$ cat src/verilog/cpu_pkg.sv
`default_nettype none

package cpu_pkg;

   typedef logic [15:0] word_t;
   typedef logic [2:0]  reg_idx_t;

   localparam int NUM_REGS = 8;

   // Top five bits of every instruction
   typedef enum logic [4:0] {
      OP_HALT = 5'b00000,
      OP_NOP  = 5'b00001,
      OP_ADDI = 5'b01000,
      OP_ST   = 5'b10000,
      OP_LD   = 5'b10001,
      OP_LBI  = 5'b11000,
      OP_SUB  = 5'b11001,
      OP_ADD  = 5'b11011,
      OP_XOR  = 5'b11100
   } opcode_t;

   typedef struct packed {
      opcode_t     opcode;
      logic [10:0] body;
   } instr_t;

   // R-type body
   typedef struct packed {
      reg_idx_t   rs;
      reg_idx_t   rt;
      reg_idx_t   rd;
      logic [1:0] pad;
   } r_body_t;

   // I-type body
   // ST keeps the register it stores in the rd field
   typedef struct packed {
      reg_idx_t   rs;
      reg_idx_t   rd;
      logic [4:0] imm;
   } i_body_t;

   typedef struct packed {
      reg_idx_t   rd;
      logic [7:0] imm;
   } lbi_body_t;

   localparam instr_t NOP_INSTR = '{opcode: OP_NOP, body: '0};

   // Which source fields an opcode actually reads
   function automatic logic uses_rs(opcode_t op);
      return op inside {OP_ADD, OP_SUB, OP_XOR, OP_ADDI, OP_LD, OP_ST};
   endfunction

   function automatic logic uses_rt(opcode_t op);
      return op inside {OP_ADD, OP_SUB, OP_XOR, OP_ST};
   endfunction

endpackage

`default_nettype wire

$ cat src/verilog/pipe_pkg.sv
`default_nettype none

package pipe_pkg;

   import cpu_pkg::*;

   // Operand source picked in execute
   typedef enum logic [1:0] {
      FWD_NONE,
      FWD_EX_MEM,
      FWD_MEM_WB
   } fwd_sel_t;

   typedef struct packed {
      instr_t instr;
   } if_id_t;

   typedef struct packed {
      opcode_t  opcode;
      reg_idx_t rs;
      reg_idx_t rt;
      reg_idx_t dest;
      logic     reg_write;
      logic     mem_read;
      logic     mem_write;
      logic     halt;
      word_t    rs_val;
      word_t    rt_val;
      word_t    imm;
   } id_ex_t;

   typedef struct packed {
      reg_idx_t dest;
      logic     reg_write;
      logic     mem_read;
      logic     mem_write;
      logic     halt;
      word_t    alu_result;
      word_t    store_data;
   } ex_mem_t;

   typedef struct packed {
      logic     valid;
      reg_idx_t dest;
      word_t    data;
   } wb_t;

   // Empty slots
   localparam if_id_t  IF_ID_NOP  = '{instr: NOP_INSTR};
   localparam id_ex_t  ID_EX_NOP  = '{opcode: OP_NOP, default: '0};
   localparam ex_mem_t EX_MEM_NOP = '0;
   localparam wb_t     WB_NONE    = '0;

endpackage

`default_nettype wire

$ cat src/verilog/decode_stage.sv
`timescale 1ns/1ns
`default_nettype none

module decode_stage (
   input  wire logic              clk,
   input  wire logic              rst_n,
   input  wire logic              stall,
   input  wire pipe_pkg::if_id_t  if_id,
   input  wire pipe_pkg::wb_t     wb,
   output pipe_pkg::id_ex_t       id_ex
);

   import cpu_pkg::*;
   import pipe_pkg::*;

   word_t     rf [NUM_REGS];
   opcode_t   op;
   r_body_t   r_f;
   i_body_t   i_f;
   lbi_body_t l_f;
   word_t     rs_val;
   word_t     rt_val;
   id_ex_t    dec;

   assign op  = if_id.instr.opcode;
   assign r_f = r_body_t'(if_id.instr.body);
   assign i_f = i_body_t'(if_id.instr.body);
   assign l_f = lbi_body_t'(if_id.instr.body);

   always_ff @(posedge clk) begin
      if (wb.valid) begin
         rf[wb.dest] <= wb.data;
      end
   end

   // Same-cycle writeback goes straight through
   assign rs_val = (wb.valid && wb.dest == r_f.rs) ? wb.data : rf[r_f.rs];
   assign rt_val = (wb.valid && wb.dest == r_f.rt) ? wb.data : rf[r_f.rt];

   always_comb begin
      dec        = ID_EX_NOP;
      dec.opcode = op;
      dec.rs     = r_f.rs;
      dec.rt     = r_f.rt;
      dec.rs_val = rs_val;
      dec.rt_val = rt_val;
      dec.imm    = {{11{i_f.imm[4]}}, i_f.imm};
      case (op)
         OP_ADD, OP_SUB, OP_XOR: begin
            dec.dest      = r_f.rd;
            dec.reg_write = 1'b1;
         end
         OP_ADDI: begin
            dec.dest      = i_f.rd;
            dec.reg_write = 1'b1;
         end
         OP_LD: begin
            dec.dest      = i_f.rd;
            dec.reg_write = 1'b1;
            dec.mem_read  = 1'b1;
         end
         // Store data register sits in the rt position
         OP_ST: begin
            dec.mem_write = 1'b1;
         end
         OP_LBI: begin
            dec.dest      = l_f.rd;
            dec.imm       = {{8{l_f.imm[7]}}, l_f.imm};
            dec.reg_write = 1'b1;
         end
         OP_HALT: begin
            dec.halt = 1'b1;
         end
         default: begin
            dec.opcode = OP_NOP;
         end
      endcase
   end

   // Bubble goes in while the load ahead finishes
   always_ff @(posedge clk) begin
      if (!rst_n || stall) begin
         id_ex <= ID_EX_NOP;
      end else begin
         id_ex <= dec;
      end
   end

endmodule

`default_nettype wire

$ cat src/verilog/execute_stage.sv
`timescale 1ns/1ns
`default_nettype none

module execute_stage (
   input  wire logic               clk,
   input  wire logic               rst_n,
   input  wire pipe_pkg::id_ex_t   id_ex,
   input  wire pipe_pkg::fwd_sel_t fwd_a,
   input  wire pipe_pkg::fwd_sel_t fwd_b,
   input  wire pipe_pkg::wb_t      wb,
   output pipe_pkg::ex_mem_t       ex_mem
);

   import cpu_pkg::*;
   import pipe_pkg::*;

   word_t op_a;
   word_t op_b;
   word_t alu_out;

   function automatic word_t fwd_mux(fwd_sel_t sel, word_t reg_val, word_t ex_val,
                                     word_t wb_val);
      case (sel)
         FWD_EX_MEM: return ex_val;
         FWD_MEM_WB: return wb_val;
         default:    return reg_val;
      endcase
   endfunction

   assign op_a = fwd_mux(fwd_a, id_ex.rs_val, ex_mem.alu_result, wb.data);
   assign op_b = fwd_mux(fwd_b, id_ex.rt_val, ex_mem.alu_result, wb.data);

   always_comb begin
      case (id_ex.opcode)
         OP_ADD:  alu_out = op_a + op_b;
         // rs minus rt
         OP_SUB:  alu_out = op_a - op_b;
         OP_XOR:  alu_out = op_a ^ op_b;
         OP_ADDI, OP_LD, OP_ST: begin
            alu_out = op_a + id_ex.imm;
         end
         OP_LBI:  alu_out = id_ex.imm;
         default: alu_out = '0;
      endcase
   end

   // Store data rides along already forwarded
   always_ff @(posedge clk) begin
      if (!rst_n) begin
         ex_mem <= EX_MEM_NOP;
      end else begin
         ex_mem <= '{
            dest:       id_ex.dest,
            reg_write:  id_ex.reg_write,
            mem_read:   id_ex.mem_read,
            mem_write:  id_ex.mem_write,
            halt:       id_ex.halt,
            alu_result: alu_out,
            store_data: op_b
         };
      end
   end

endmodule

`default_nettype wire

$ cat src/verilog/fetch_stage.sv
`timescale 1ns/1ns
`default_nettype none

module fetch_stage (
   input  wire logic            clk,
   input  wire logic            rst_n,
   input  wire logic            stall,
   input  wire logic            drain,
   input  wire cpu_pkg::word_t  imem_data,
   output cpu_pkg::word_t       imem_addr,
   output pipe_pkg::if_id_t     if_id
);

   import cpu_pkg::*;
   import pipe_pkg::*;

   word_t pc;
   logic  halt_held;
   logic  hold_pc;

   assign imem_addr = pc;

   // The word fetched behind HALT must never enter IF/ID
   assign halt_held = (if_id.instr.opcode == OP_HALT);
   assign hold_pc   = stall || drain || halt_held;

   always_ff @(posedge clk) begin
      if (!rst_n) begin
         pc <= '0;
      end else if (!hold_pc) begin
         pc <= pc + 16'd1;
      end
   end

   always_ff @(posedge clk) begin
      if (!rst_n) begin
         if_id <= IF_ID_NOP;
      end else if (drain || halt_held) begin
         if_id <= IF_ID_NOP;
      end else if (!stall) begin
         if_id <= '{instr: instr_t'(imem_data)};
      end
   end

endmodule

`default_nettype wire

$ cat src/verilog/hazard_ctrl.sv
`timescale 1ns/1ns
`default_nettype none

module hazard_ctrl (
   input  wire logic               clk,
   input  wire logic               rst_n,
   input  wire pipe_pkg::if_id_t   if_id,
   input  wire pipe_pkg::id_ex_t   id_ex,
   input  wire pipe_pkg::ex_mem_t  ex_mem,
   input  wire pipe_pkg::wb_t      wb,
   output logic                    stall,
   output logic                    drain,
   output pipe_pkg::fwd_sel_t      fwd_a,
   output pipe_pkg::fwd_sel_t      fwd_b
);

   import cpu_pkg::*;
   import pipe_pkg::*;

   opcode_t dec_op;
   r_body_t src;
   logic    rs_hit;
   logic    rt_hit;

   // Youngest writer wins
   function automatic fwd_sel_t fwd_pick(reg_idx_t r, ex_mem_t em, wb_t w);
      if (em.reg_write && em.dest == r) begin
         return FWD_EX_MEM;
      end
      if (w.valid && w.dest == r) begin
         return FWD_MEM_WB;
      end
      return FWD_NONE;
   endfunction

   assign dec_op = if_id.instr.opcode;
   assign src    = r_body_t'(if_id.instr.body);

   // Load data only exists after MEM, so a direct consumer waits one slot
   assign rs_hit = uses_rs(dec_op) && (src.rs == id_ex.dest);
   assign rt_hit = uses_rt(dec_op) && (src.rt == id_ex.dest);
   assign stall  = id_ex.mem_read && (rs_hit || rt_hit);

   assign fwd_a = fwd_pick(id_ex.rs, ex_mem, wb);
   assign fwd_b = fwd_pick(id_ex.rt, ex_mem, wb);

   // Sticky once HALT has left IF/ID
   always_ff @(posedge clk) begin
      if (!rst_n) begin
         drain <= 1'b0;
      end else if (dec_op == OP_HALT && !stall) begin
         drain <= 1'b1;
      end
   end

endmodule

`default_nettype wire

$ cat src/verilog/mem_stage.sv
`timescale 1ns/1ns
`default_nettype none

module mem_stage #(
   parameter int DMEM_DEPTH = 64
) (
   input  wire logic               clk,
   input  wire logic               rst_n,
   input  wire pipe_pkg::ex_mem_t  ex_mem,
   output pipe_pkg::wb_t           wb,
   output logic                    halted
);

   import cpu_pkg::*;
   import pipe_pkg::*;

   localparam int AW = $clog2(DMEM_DEPTH);

   word_t         dmem [DMEM_DEPTH];
   logic [AW-1:0] addr;
   word_t         load_data;

   // High address bits dropped so addresses wrap
   assign addr      = ex_mem.alu_result[AW-1:0];
   assign load_data = dmem[addr];

   always_ff @(posedge clk) begin
      if (ex_mem.mem_write) begin
         dmem[addr] <= ex_mem.store_data;
      end
   end

   always_ff @(posedge clk) begin
      if (!rst_n) begin
         wb     <= WB_NONE;
         halted <= 1'b0;
      end else begin
         wb <= '{
            valid: ex_mem.reg_write,
            dest:  ex_mem.dest,
            data:  ex_mem.mem_read ? load_data : ex_mem.alu_result
         };
         // Stays up until reset
         if (ex_mem.halt) begin
            halted <= 1'b1;
         end
      end
   end

endmodule

`default_nettype wire

$ cat src/verilog/proc.sv
`timescale 1ns/1ns
`default_nettype none

module proc #(
   parameter int DMEM_DEPTH = 64
) (
   input  wire logic            clk,
   input  wire logic            rst_n,
   output cpu_pkg::word_t       imem_addr,
   input  wire cpu_pkg::word_t  imem_data,
   output pipe_pkg::wb_t        wb,
   output logic                 halted
);

   import pipe_pkg::*;

   logic     stall;
   logic     drain;
   fwd_sel_t fwd_a;
   fwd_sel_t fwd_b;
   if_id_t   if_id;
   id_ex_t   id_ex;
   ex_mem_t  ex_mem;

   hazard_ctrl hazard_inst (
      .clk(clk), .rst_n(rst_n),
      .if_id(if_id), .id_ex(id_ex), .ex_mem(ex_mem), .wb(wb),
      .stall(stall), .drain(drain), .fwd_a(fwd_a), .fwd_b(fwd_b)
   );

   fetch_stage fetch_inst (
      .clk(clk), .rst_n(rst_n), .stall(stall), .drain(drain),
      .imem_data(imem_data), .imem_addr(imem_addr), .if_id(if_id)
   );

   decode_stage decode_inst (
      .clk(clk), .rst_n(rst_n), .stall(stall),
      .if_id(if_id), .wb(wb), .id_ex(id_ex)
   );

   execute_stage execute_inst (
      .clk(clk), .rst_n(rst_n), .id_ex(id_ex),
      .fwd_a(fwd_a), .fwd_b(fwd_b), .wb(wb), .ex_mem(ex_mem)
   );

   // Data memory size set here
   mem_stage #(
      .DMEM_DEPTH(DMEM_DEPTH)
   ) mem_inst (
      .clk(clk), .rst_n(rst_n), .ex_mem(ex_mem),
      .wb(wb), .halted(halted)
   );

endmodule

`default_nettype wire
$ cat config.mk
export PLATFORM = sky130hd
export DESIGN_NAME = proc
export DESIGN_NICKNAME = d
export VERILOG_FILES = /design/src/verilog/cpu_pkg.sv /design/src/verilog/pipe_pkg.sv /design/src/verilog/decode_stage.sv /design/src/verilog/execute_stage.sv /design/src/verilog/fetch_stage.sv /design/src/verilog/hazard_ctrl.sv /design/src/verilog/mem_stage.sv /design/src/verilog/proc.sv
export SDC_FILE = /design/constraint.sdc
export NUM_CORES = 1
export LEC_CHECK = 0
export BUFFER_PORTS_ARGS = -buffer_cell sky130_fd_sc_hd__buf_2
export CAP_MARGIN = 20
export CORE_MARGIN = 8
export CORE_UTILIZATION = 50
export DETAILED_ROUTE_END_ITERATION = 6
export PLACE_DENSITY = 0.65
export REMOVE_ABC_BUFFERS = 1
export SKIP_LAST_GASP = 1
export SYNTH_ARGS = -nofsm -noshare
export SYNTH_HDL_FRONTEND = slang
export SYNTH_SLANG_ARGS = --single-unit
$ cat constraint.sdc
create_clock -name clk -period 5.2 [get_ports clk]
set_input_delay 1.56 -clock clk [delete_from_list [all_inputs] [get_ports clk]]
set_output_delay 1.56 -clock clk [all_outputs]
set_load 0.1 [all_outputs]
==> summary.md, run 1 <==
| Metric | Value |
|---|---|
| Synth cell types | 73 |
| Synth top cells by count | 1152 x edfxtp_1, 416 x a22oi_1, 239 x nor2_1, 158 x clkbuf_1, 151 x dfxtp_1 |
| Worst setup SP type | flop |
| RSZ-0062 raised after global routing | no |
| Largest net degree at the start of global routing | 66 |
| Max Cap Viol | 0 |
| Area share of the leading cell type in the synthesized netlist | 68.6% |
| Die Ht | 334 um |
| Area growth, synth to finish | 14.1% |
| GRT met2 Usage | 39.8% |
| Hold Violations, Final | 0 |
| Crit share post-route | 91.5% |
| First-pass GRT wire length | 204 mm |
| Power per standard cell area | 379 mW/mm2 |
| Grt total ovfl | 0 |
| Share of layout cells above drive strength 1 | 16.0% |
| Drt wl/cell | 29.8 um |
| I/O pin cnt | 55 |
| Worst setup EP type | flop |
| Worst Path Max Fanout | 15 |
| Rel. slew slack | 19.2% |
| Post-route design area | 0.0575 mm2 |
| Detailed Route WL | 139 mm |
| Reg power frac | 52.8% |
| Switch Pwr | 0.00449 W |
| Detail Route Antenna Nets | 0 |
| Final min period | 4.76 ns |
| Width of the die | 334 um |
| Global Route met3 Usage | 4.95% |
| Layout Cells excl Fill | 4675 |
| Top Usage Layer GRT | met2 |
| DR pass1 iterations | 6 |
| Synth Cell Area | 0.0504 mm2 |
| Met1 Resource Use GR | 33.0% |
| Clk_lat worst skew | 0.73 ns |
| Int Pwr | 0.0173 W |
| Initial core utilization | 50.4% |
| Total Nets Final | 3308 |
| Ys flop type | edfxtp_1 |
| Root buffer cell | clkbuf_16 |
| Required @ worst endpoint | 5.81 ns |
| Gr usage total | 24.5% |
| Outcome | complete, no violations |
| Final Core Density | 57.5% |
| Cell taking the most area after synthesis | edfxtp_1 |
| Max-slew violations | 0 |
| Via-to-Cell Ratio | 6.52 |
| Post-synthesis cell count | 3126 |
| Reg2Reg Setup Slack | 0.44 ns |
| Slowest cell delay on critical path | 0.60 ns |
| Clock Pin Slew Worst Setup and Hold Paths | 0.06 ns |
| Syn avg cell area | 16.1 um2 |
| Cells taking the most area after synthesis | edfxtp_1 69%, a22oi_1 6.2%, dfxtp_1 6.0% |
| Fmax | 210 MHz |
| Cells after DPL | 4430 |
| Placed inst area | 0.0531 mm2 |
| Sw Ratio | 20.6% |
| Worst IR drop on VDD | 0.277 mV |
| Clock buffer depth | 3 |
| Comb power frac | 3.8% |
| Worst-Margin Slew | 1.20 ns |
| CORE AREA | 0.100 mm2 |
| Clock group share of total power | 43.4% |
| Leak pwr | 18.9 nW |
| Final Wtd Congestion | 0.904 |
| Final setup vio count | 0 |
| H-tree level count | 4 |
| Ys async rst share | 0% |
| Initial antenna violation count | 4 |
| Sequential share of the synthesized area | 74.6% |
| Pre-CTS setup slack | 0.401 ns |
| EDFF count, synth | 1152 |
| Crit path kind | flop to flop |
| Hold WC Path Type | flop to flop |
| Die area | 0.111 mm2 |
| # hold bufs at CTS | 0 |
| First DRT Iteration DRCs | 3688 |
| Dpl hpwl | 81.7 mm |
| Yosys warning count | 0 |
| Vias in the first global route | 29900 |
| DR DRC count | 0 |
| Number of setup buffers added after CTS | 0 |
| Worst Path Arrival | 5.36 ns |
| Final clock skew | 0.0227 ns |
| Slowest stage cell on the critical path | dfxtp_1 |
| CP Cell Sequence | xnor2_4 -> nand4bb_1 -> buf_4 -> mux2_2 -> mux2i_4 -> and3_1 -> and3_1 -> nand2_1 -> xor2_1 -> o221ai_1 -> ha_1 -> or2_2 -> o31ai_1 -> a31o_2 -> o21ai_0 -> a31o_2 -> nand3_1 -> nor2_1 -> a211o_1 |
| Fill cell count | 7481 |
| Top-count cell post-synth | edfxtp_1 |
| DR vias | 30500 |
| Port Buf Inserts | 54 |
| Number of synthesized register bits | 1303 |
| Clock sink count | 1303 |
| TritonCTS clock tree | yes |
| Total CTS buffers | 134 |
| Setup ws final | 0.444 ns |
| Row Count | 116 |
-- layout by cell type (no fill, tap or decap), drive strengths merged, types with 17 or more instances in the layout --
cell type	netlist	final
a211oi	36	36
a21oi	59	59
a221oi	70	70
a22o	59	59
a22oi	416	416
a31oi	26	26
and2	21	21
and3	29	29
buf	63	230
clkbuf	158	185
clkinv	0	41
dfxtp	151	151
edfxtp	1152	1152
ha	17	17
mux2i	76	76
mux4	67	67
nand2	64	64
nand3	20	20
nand4	109	109
nor2	239	239
o21ai	53	53
xnor2	54	54
xor2	21	21
-- sequential cells by signal, indices dropped and copies added (netlist names) --
register              flops
mem_inst.dmem          1024
decode_inst.id_ex        58
fetch_inst.imem_addr     16
hazard_inst.drain         1
fetch_inst.if_id         16
execute_inst.ex_mem      39
mem_inst.halted           1
decode_inst.rf          128
mem_inst.wb              20
-- metal layers --
layer  routed length (um)  part of all wire [%]  vias up
met5                    0                     0        -
met4                 4710                   3.4        0
met3                13100                   9.4      283
met2                67000                    48     1724
met1                54600                    39    15500
li1                     -                     -    13000
-- metrics by stage --
stage	power (W)	TNS (ns)	hold slack [ns]
2_1_floorplan	0.0123	-2239.60	0.411
3_5_place_dp	0.0126	0	0.421
3_3_place_gp	0.0125	0	0.422
5_1_grt	0.0224	0	0.442
4_1_cts	0.0220	0	0.434
6_report	0.0218	0	0.431
-- cell type report --
type                       count  area, um2  area share [%]
multi-input combinational   1597      12000            20.8
antenna                        1       2.50         0.00435
timing repair buffer         231       1890            3.29
tap                         1298       1620            2.82
clock inverter                56        541           0.939
sequential                  1303      37600            65.4
inverter                       5       18.8          0.0326
clock buffer                 184       3830            6.65
-- logic make-up (layout without fill, tap and decap cells) --
kind of cell / after synthesis / after routing / synth area share [%]
mux: 147 / 147 / 4.65
compound gates: 802 / 802 / 11.8
flops: 1303 / 1303 / 74.6
fa+ha+maj: 18 / 18 / 0.461
simple gates: 555 / 555 / 5.38
buf+inv: 226 / 476 / 1.77
xor+xnor: 75 / 75 / 1.34
other cells: 0 / 1 / 0
-- worst max-delay path, delay by kind of cell, from the launching register on --
family / cells / cell delay, ns
compound gates: 6 / 1.23
fa+ha+maj: 1 / 0.31
flops: 1 / 0.60
xor+xnor: 2 / 0.32
buf+inv: 1 / 0.26
simple gates: 7 / 1.19
mux: 2 / 0.74
-- final timing paths --
kind                                            start                      end  cells after the start
worst max register to register        mem_inst.wb[18]  execute_inst.ex_mem[31]                     19
worst min-delay path            decode_inst.id_ex[48]  execute_inst.ex_mem[32]                      1
worst max-delay path                  mem_inst.wb[18]  execute_inst.ex_mem[31]                     19
worst min register to register  decode_inst.id_ex[48]  execute_inst.ex_mem[32]                      1
-- what timing repair did --
action | in CTS | in global routing
resized for setup | 0 | 1
endpoints found under the hold margin | 0 | 0
setup endpoints to repair | 0 | 1
-- power by group through the flow --
stage               clock, W  sequential [W]  combinational, W
global route         0.00998          0.0115          0.000898
floorplan                  0          0.0119          0.000416
CTS                  0.00960          0.0115          0.000806
global placement           0          0.0118          0.000785
finish               0.00947          0.0115          0.000840
detailed placement         0          0.0118          0.000802
No activity file was read; power rests on OpenSTA's default activity.
==> run 2, diff against run 1 <==
--- a/config.mk
+++ b/config.mk
@@ -9,8 +9,9 @@
 export CAP_MARGIN = 20
 export CORE_MARGIN = 8
 export CORE_UTILIZATION = 50
+export CTS_CLUSTER_DIAMETER = 40
 export DETAILED_ROUTE_END_ITERATION = 6
-export PLACE_DENSITY = 0.65
+export PLACE_DENSITY = 0.71
 export REMOVE_ABC_BUFFERS = 1
 export SKIP_LAST_GASP = 1
 export SYNTH_ARGS = -nofsm -noshare
==> summary.md, run 2 (synthesis gave the netlist of run 1 again) <==
| Metric | Value |
|---|---|
| Outcome | complete, no violations |
| Drt wl/cell | 28.6 um (-4.0%) |
| Worst IR drop on VDD | 0.331 mV (+20%) |
| TritonCTS clock tree | yes |
| Worst setup SP type | flop |
| Worst Path Arrival | 5.44 ns (+0.08 ns) |
| Power per standard cell area | 392 mW/mm2 (+3.2%) |
| First-pass GRT wire length | 199 mm (-2.3%) |
| Port Buf Inserts | 54 (unchanged) |
| Crit path from | mem_inst.wb[16] |
| Clock Pin Slew Worst Setup and Hold Paths | 0.06 ns (about the same) |
| Initial core utilization | 50.4% (unchanged) |
| Gr usage total | 23.7% (-0.76 points) |
| Worst setup EP type | flop |
| Grt total ovfl | 0 (unchanged) |
| Setup crit end | execute_inst.ex_mem[30] |
| Leak pwr | 19.2 nW (+1.4%) |
| DR pass1 iterations | 5 (-1) |
| Crit share post-route | 92.6% (+1.1 points) |
| Register-to-Register Path Depth | 18 (-1) |
| Worst reg2reg endpoint | execute_inst.ex_mem[30] |
| Worst-Margin Slew | 1.06 ns (-0.139 ns) |
| Row Count | 116 (unchanged) |
| Share of layout cells above drive strength 1 | 17.6% (+1.6 points) |
| Root buffer cell | clkbuf_16 |
| DR DRC count | 0 (unchanged) |
| Reg power frac | 50.6% (-2.2 points) |
| RSZ-0062 raised after global routing | no |
| Layout Cells excl Fill | 4711 (+0.77%) |
| Fmax | 208 MHz (-1.2%) |
| Cells after DPL | 4438 (+0.18%) |
| Commonest non-fill, non-tap cell in the layout | edfxtp_1 |
| Multi-input gate area | 0.0120 mm2 (about the same) |
| First DRT Iteration DRCs | 3955 (+7.2%) |
| Max reg flops | 1024 (unchanged) |
| Rel. slew slack | 28.5% (+9.3 points) |
| Slowest cell delay on critical path | 0.49 ns (-0.11 ns) |
| CORE AREA | 0.100 mm2 (unchanged) |
| Initial antenna violation count | 2 (-2) |
| Total Nets Final | 3325 (+0.51%) |
| Final Wtd Congestion | 0.909 (+0.60%) |
| Hold Violations, Final | 0 (unchanged) |
| Min-delay src | decode_inst.id_ex[51] |
| DR vias | 30600 (+0.44%) |
| Comb power frac | 3.6% (-0.2 points) |
| Clock buffer depth | 3 (unchanged) |
| Fill cell count | 7423 (-0.78%) |
| Worst Path Max Fanout | 8 (-7) |
| Sw Ratio | 21.7% (+1.1 points) |
| Post-cts sizing count | 0 (unchanged) |
| H-tree level count | 4 (unchanged) |
| Switch Pwr | 0.00493 W (+9.9%) |
| Number of setup buffers added after CTS | 0 (unchanged) |
| Top flop regs | mem_inst.dmem (1024), decode_inst.rf (128), decode_inst.id_ex (58) |
| Max-slew violations | 0 (unchanged) |
| Die Ht | 334 um (unchanged) |
| Clk_lat worst skew | 0.75 ns (+0.02 ns) |
| # hold bufs at CTS | 0 (unchanged) |
| Detailed Route WL | 135 mm (-3.3%) |
| Most frequent cells in the layout | 1152 x edfxtp_1, 416 x a22oi_1, 233 x nor2_1 |
| CP Cell Sequence | xor2_1 -> nor2_1 -> a221oi_1 -> or2_2 -> ha_1 -> a22oi_1 -> o21ai_0 -> fa_1 -> a21o_1 -> a21oi_1 -> nor2b_1 -> o21a_1 -> o311ai_0 -> a31oi_1 -> a31oi_1 -> xnor2_1 -> a221oi_1 -> nor2_1 |
| Detail Route Antenna Nets | 0 (unchanged) |
| Max Cap Viol | 0 (unchanged) |
| Final setup vio count | 0 (unchanged) |
| Int Pwr | 0.0178 W (+2.9%) |
| Clock sink count | 1303 (unchanged) |
| Clock group share of total power | 45.8% (+2.4 points) |
| Reg area | 0.0376 mm2 (about the same) |
| Reg with most FFs | mem_inst.dmem |
| Slowest stage cell on the critical path | o311ai_0 |
| Final min period | 4.81 ns (+0.0581 ns) |
| Worst R2R Start | mem_inst.wb[16] |
| Total CTS buffers | 145 (+8.2%) |
| Area growth, synth to finish | 15.3% |
| Via-to-Cell Ratio | 6.50 (-0.33%) |
| Hold WC Path Type | flop to flop |
| Largest net degree at the start of global routing | 69 (+4.5%) |
| Reg2Reg Setup Slack | 0.39 ns (-0.06 ns) |
| Required @ worst endpoint | 5.82 ns (about the same) |
| I/O pin cnt | 55 (unchanged) |
| Final total power | 0.0228 W (+4.3%) |
| WHS | 0.432 ns (+0.000583 ns) |
| Width of the die | 334 um (unchanged) |
| Vias in the first global route | 30100 (+0.62%) |
| Dpl hpwl | 78.4 mm (-4.1%) |
| Die area | 0.111 mm2 (unchanged) |
| Final Core Density | 58.2% (+0.62 points) |
| Final clock skew | 0.0311 ns (+0.00840 ns) |
| Crit path kind | flop to flop |
## run 2: worst min-delay path by stage
stage                         endpoint  slack [ns]  depth (start not counted)
2_1_floorplan          mem_inst.halted        0.41                          2
6_report       execute_inst.ex_mem[35]        0.43                          1
4_1_cts        execute_inst.ex_mem[35]        0.43                          1
3_3_place_gp   execute_inst.ex_mem[32]        0.42                          1
5_1_grt        execute_inst.ex_mem[32]        0.47                          1
3_5_place_dp   execute_inst.ex_mem[35]        0.42                          1
## run 2: cell type report
type                    count  share of cell area (%)
inverters                   5                  0.0323
multi-input cells        1597                    20.6
flip-flops and latches   1303                    64.7
diodes                      1                 0.00430
well taps                1298                    2.79
clock inverters           102                    2.04
repair buffers            237                    3.30
clock buffers             168                    6.46
## run 2: stage by stage
step           area [um2]  setup TNS (ns)  worst slack (ns)
6_report            58200               0             0.386
3_5_place_dp        53200               0             0.433
3_3_place_gp        53200               0             0.476
5_1_grt             58200               0            0.0997
2_1_floorplan       49600        -2239.60             -4.87
4_1_cts             58100               0             0.357
## run 2: routing by layer
layer  vias to the layer above  track usage, %  wire (um)  share of wire (%)
li1                      13100               -          -                  -
met1                     15300            32.0      52400                 39
met2                      1840            37.5      62500                 46
met3                       345            5.04      14000                 10
met4                         4            10.2       5970                4.4
met5                         -               0         20              0.015
## run 2: power groups by stage
stage / combinational, W / clock [W] / sequential, W
after CTS: 0.000801 / 0.0105 / 0.0115
final: 0.000824 / 0.0104 / 0.0115
after detailed placement: 0.000795 / 0 / 0.0118
after global routing: 0.000889 / 0.0109 / 0.0115
after floorplan: 0.000416 / 0 / 0.0119
after global placement: 0.000775 / 0 / 0.0118
## run 2: critical path: cells and delay by family (launching register included)
kind            cells  cell delay, ns
compound gates     10            2.40
simple gates        4            0.95
fa+ha+maj           2            0.76
flops               1            0.31
xor+xnor            2            0.27
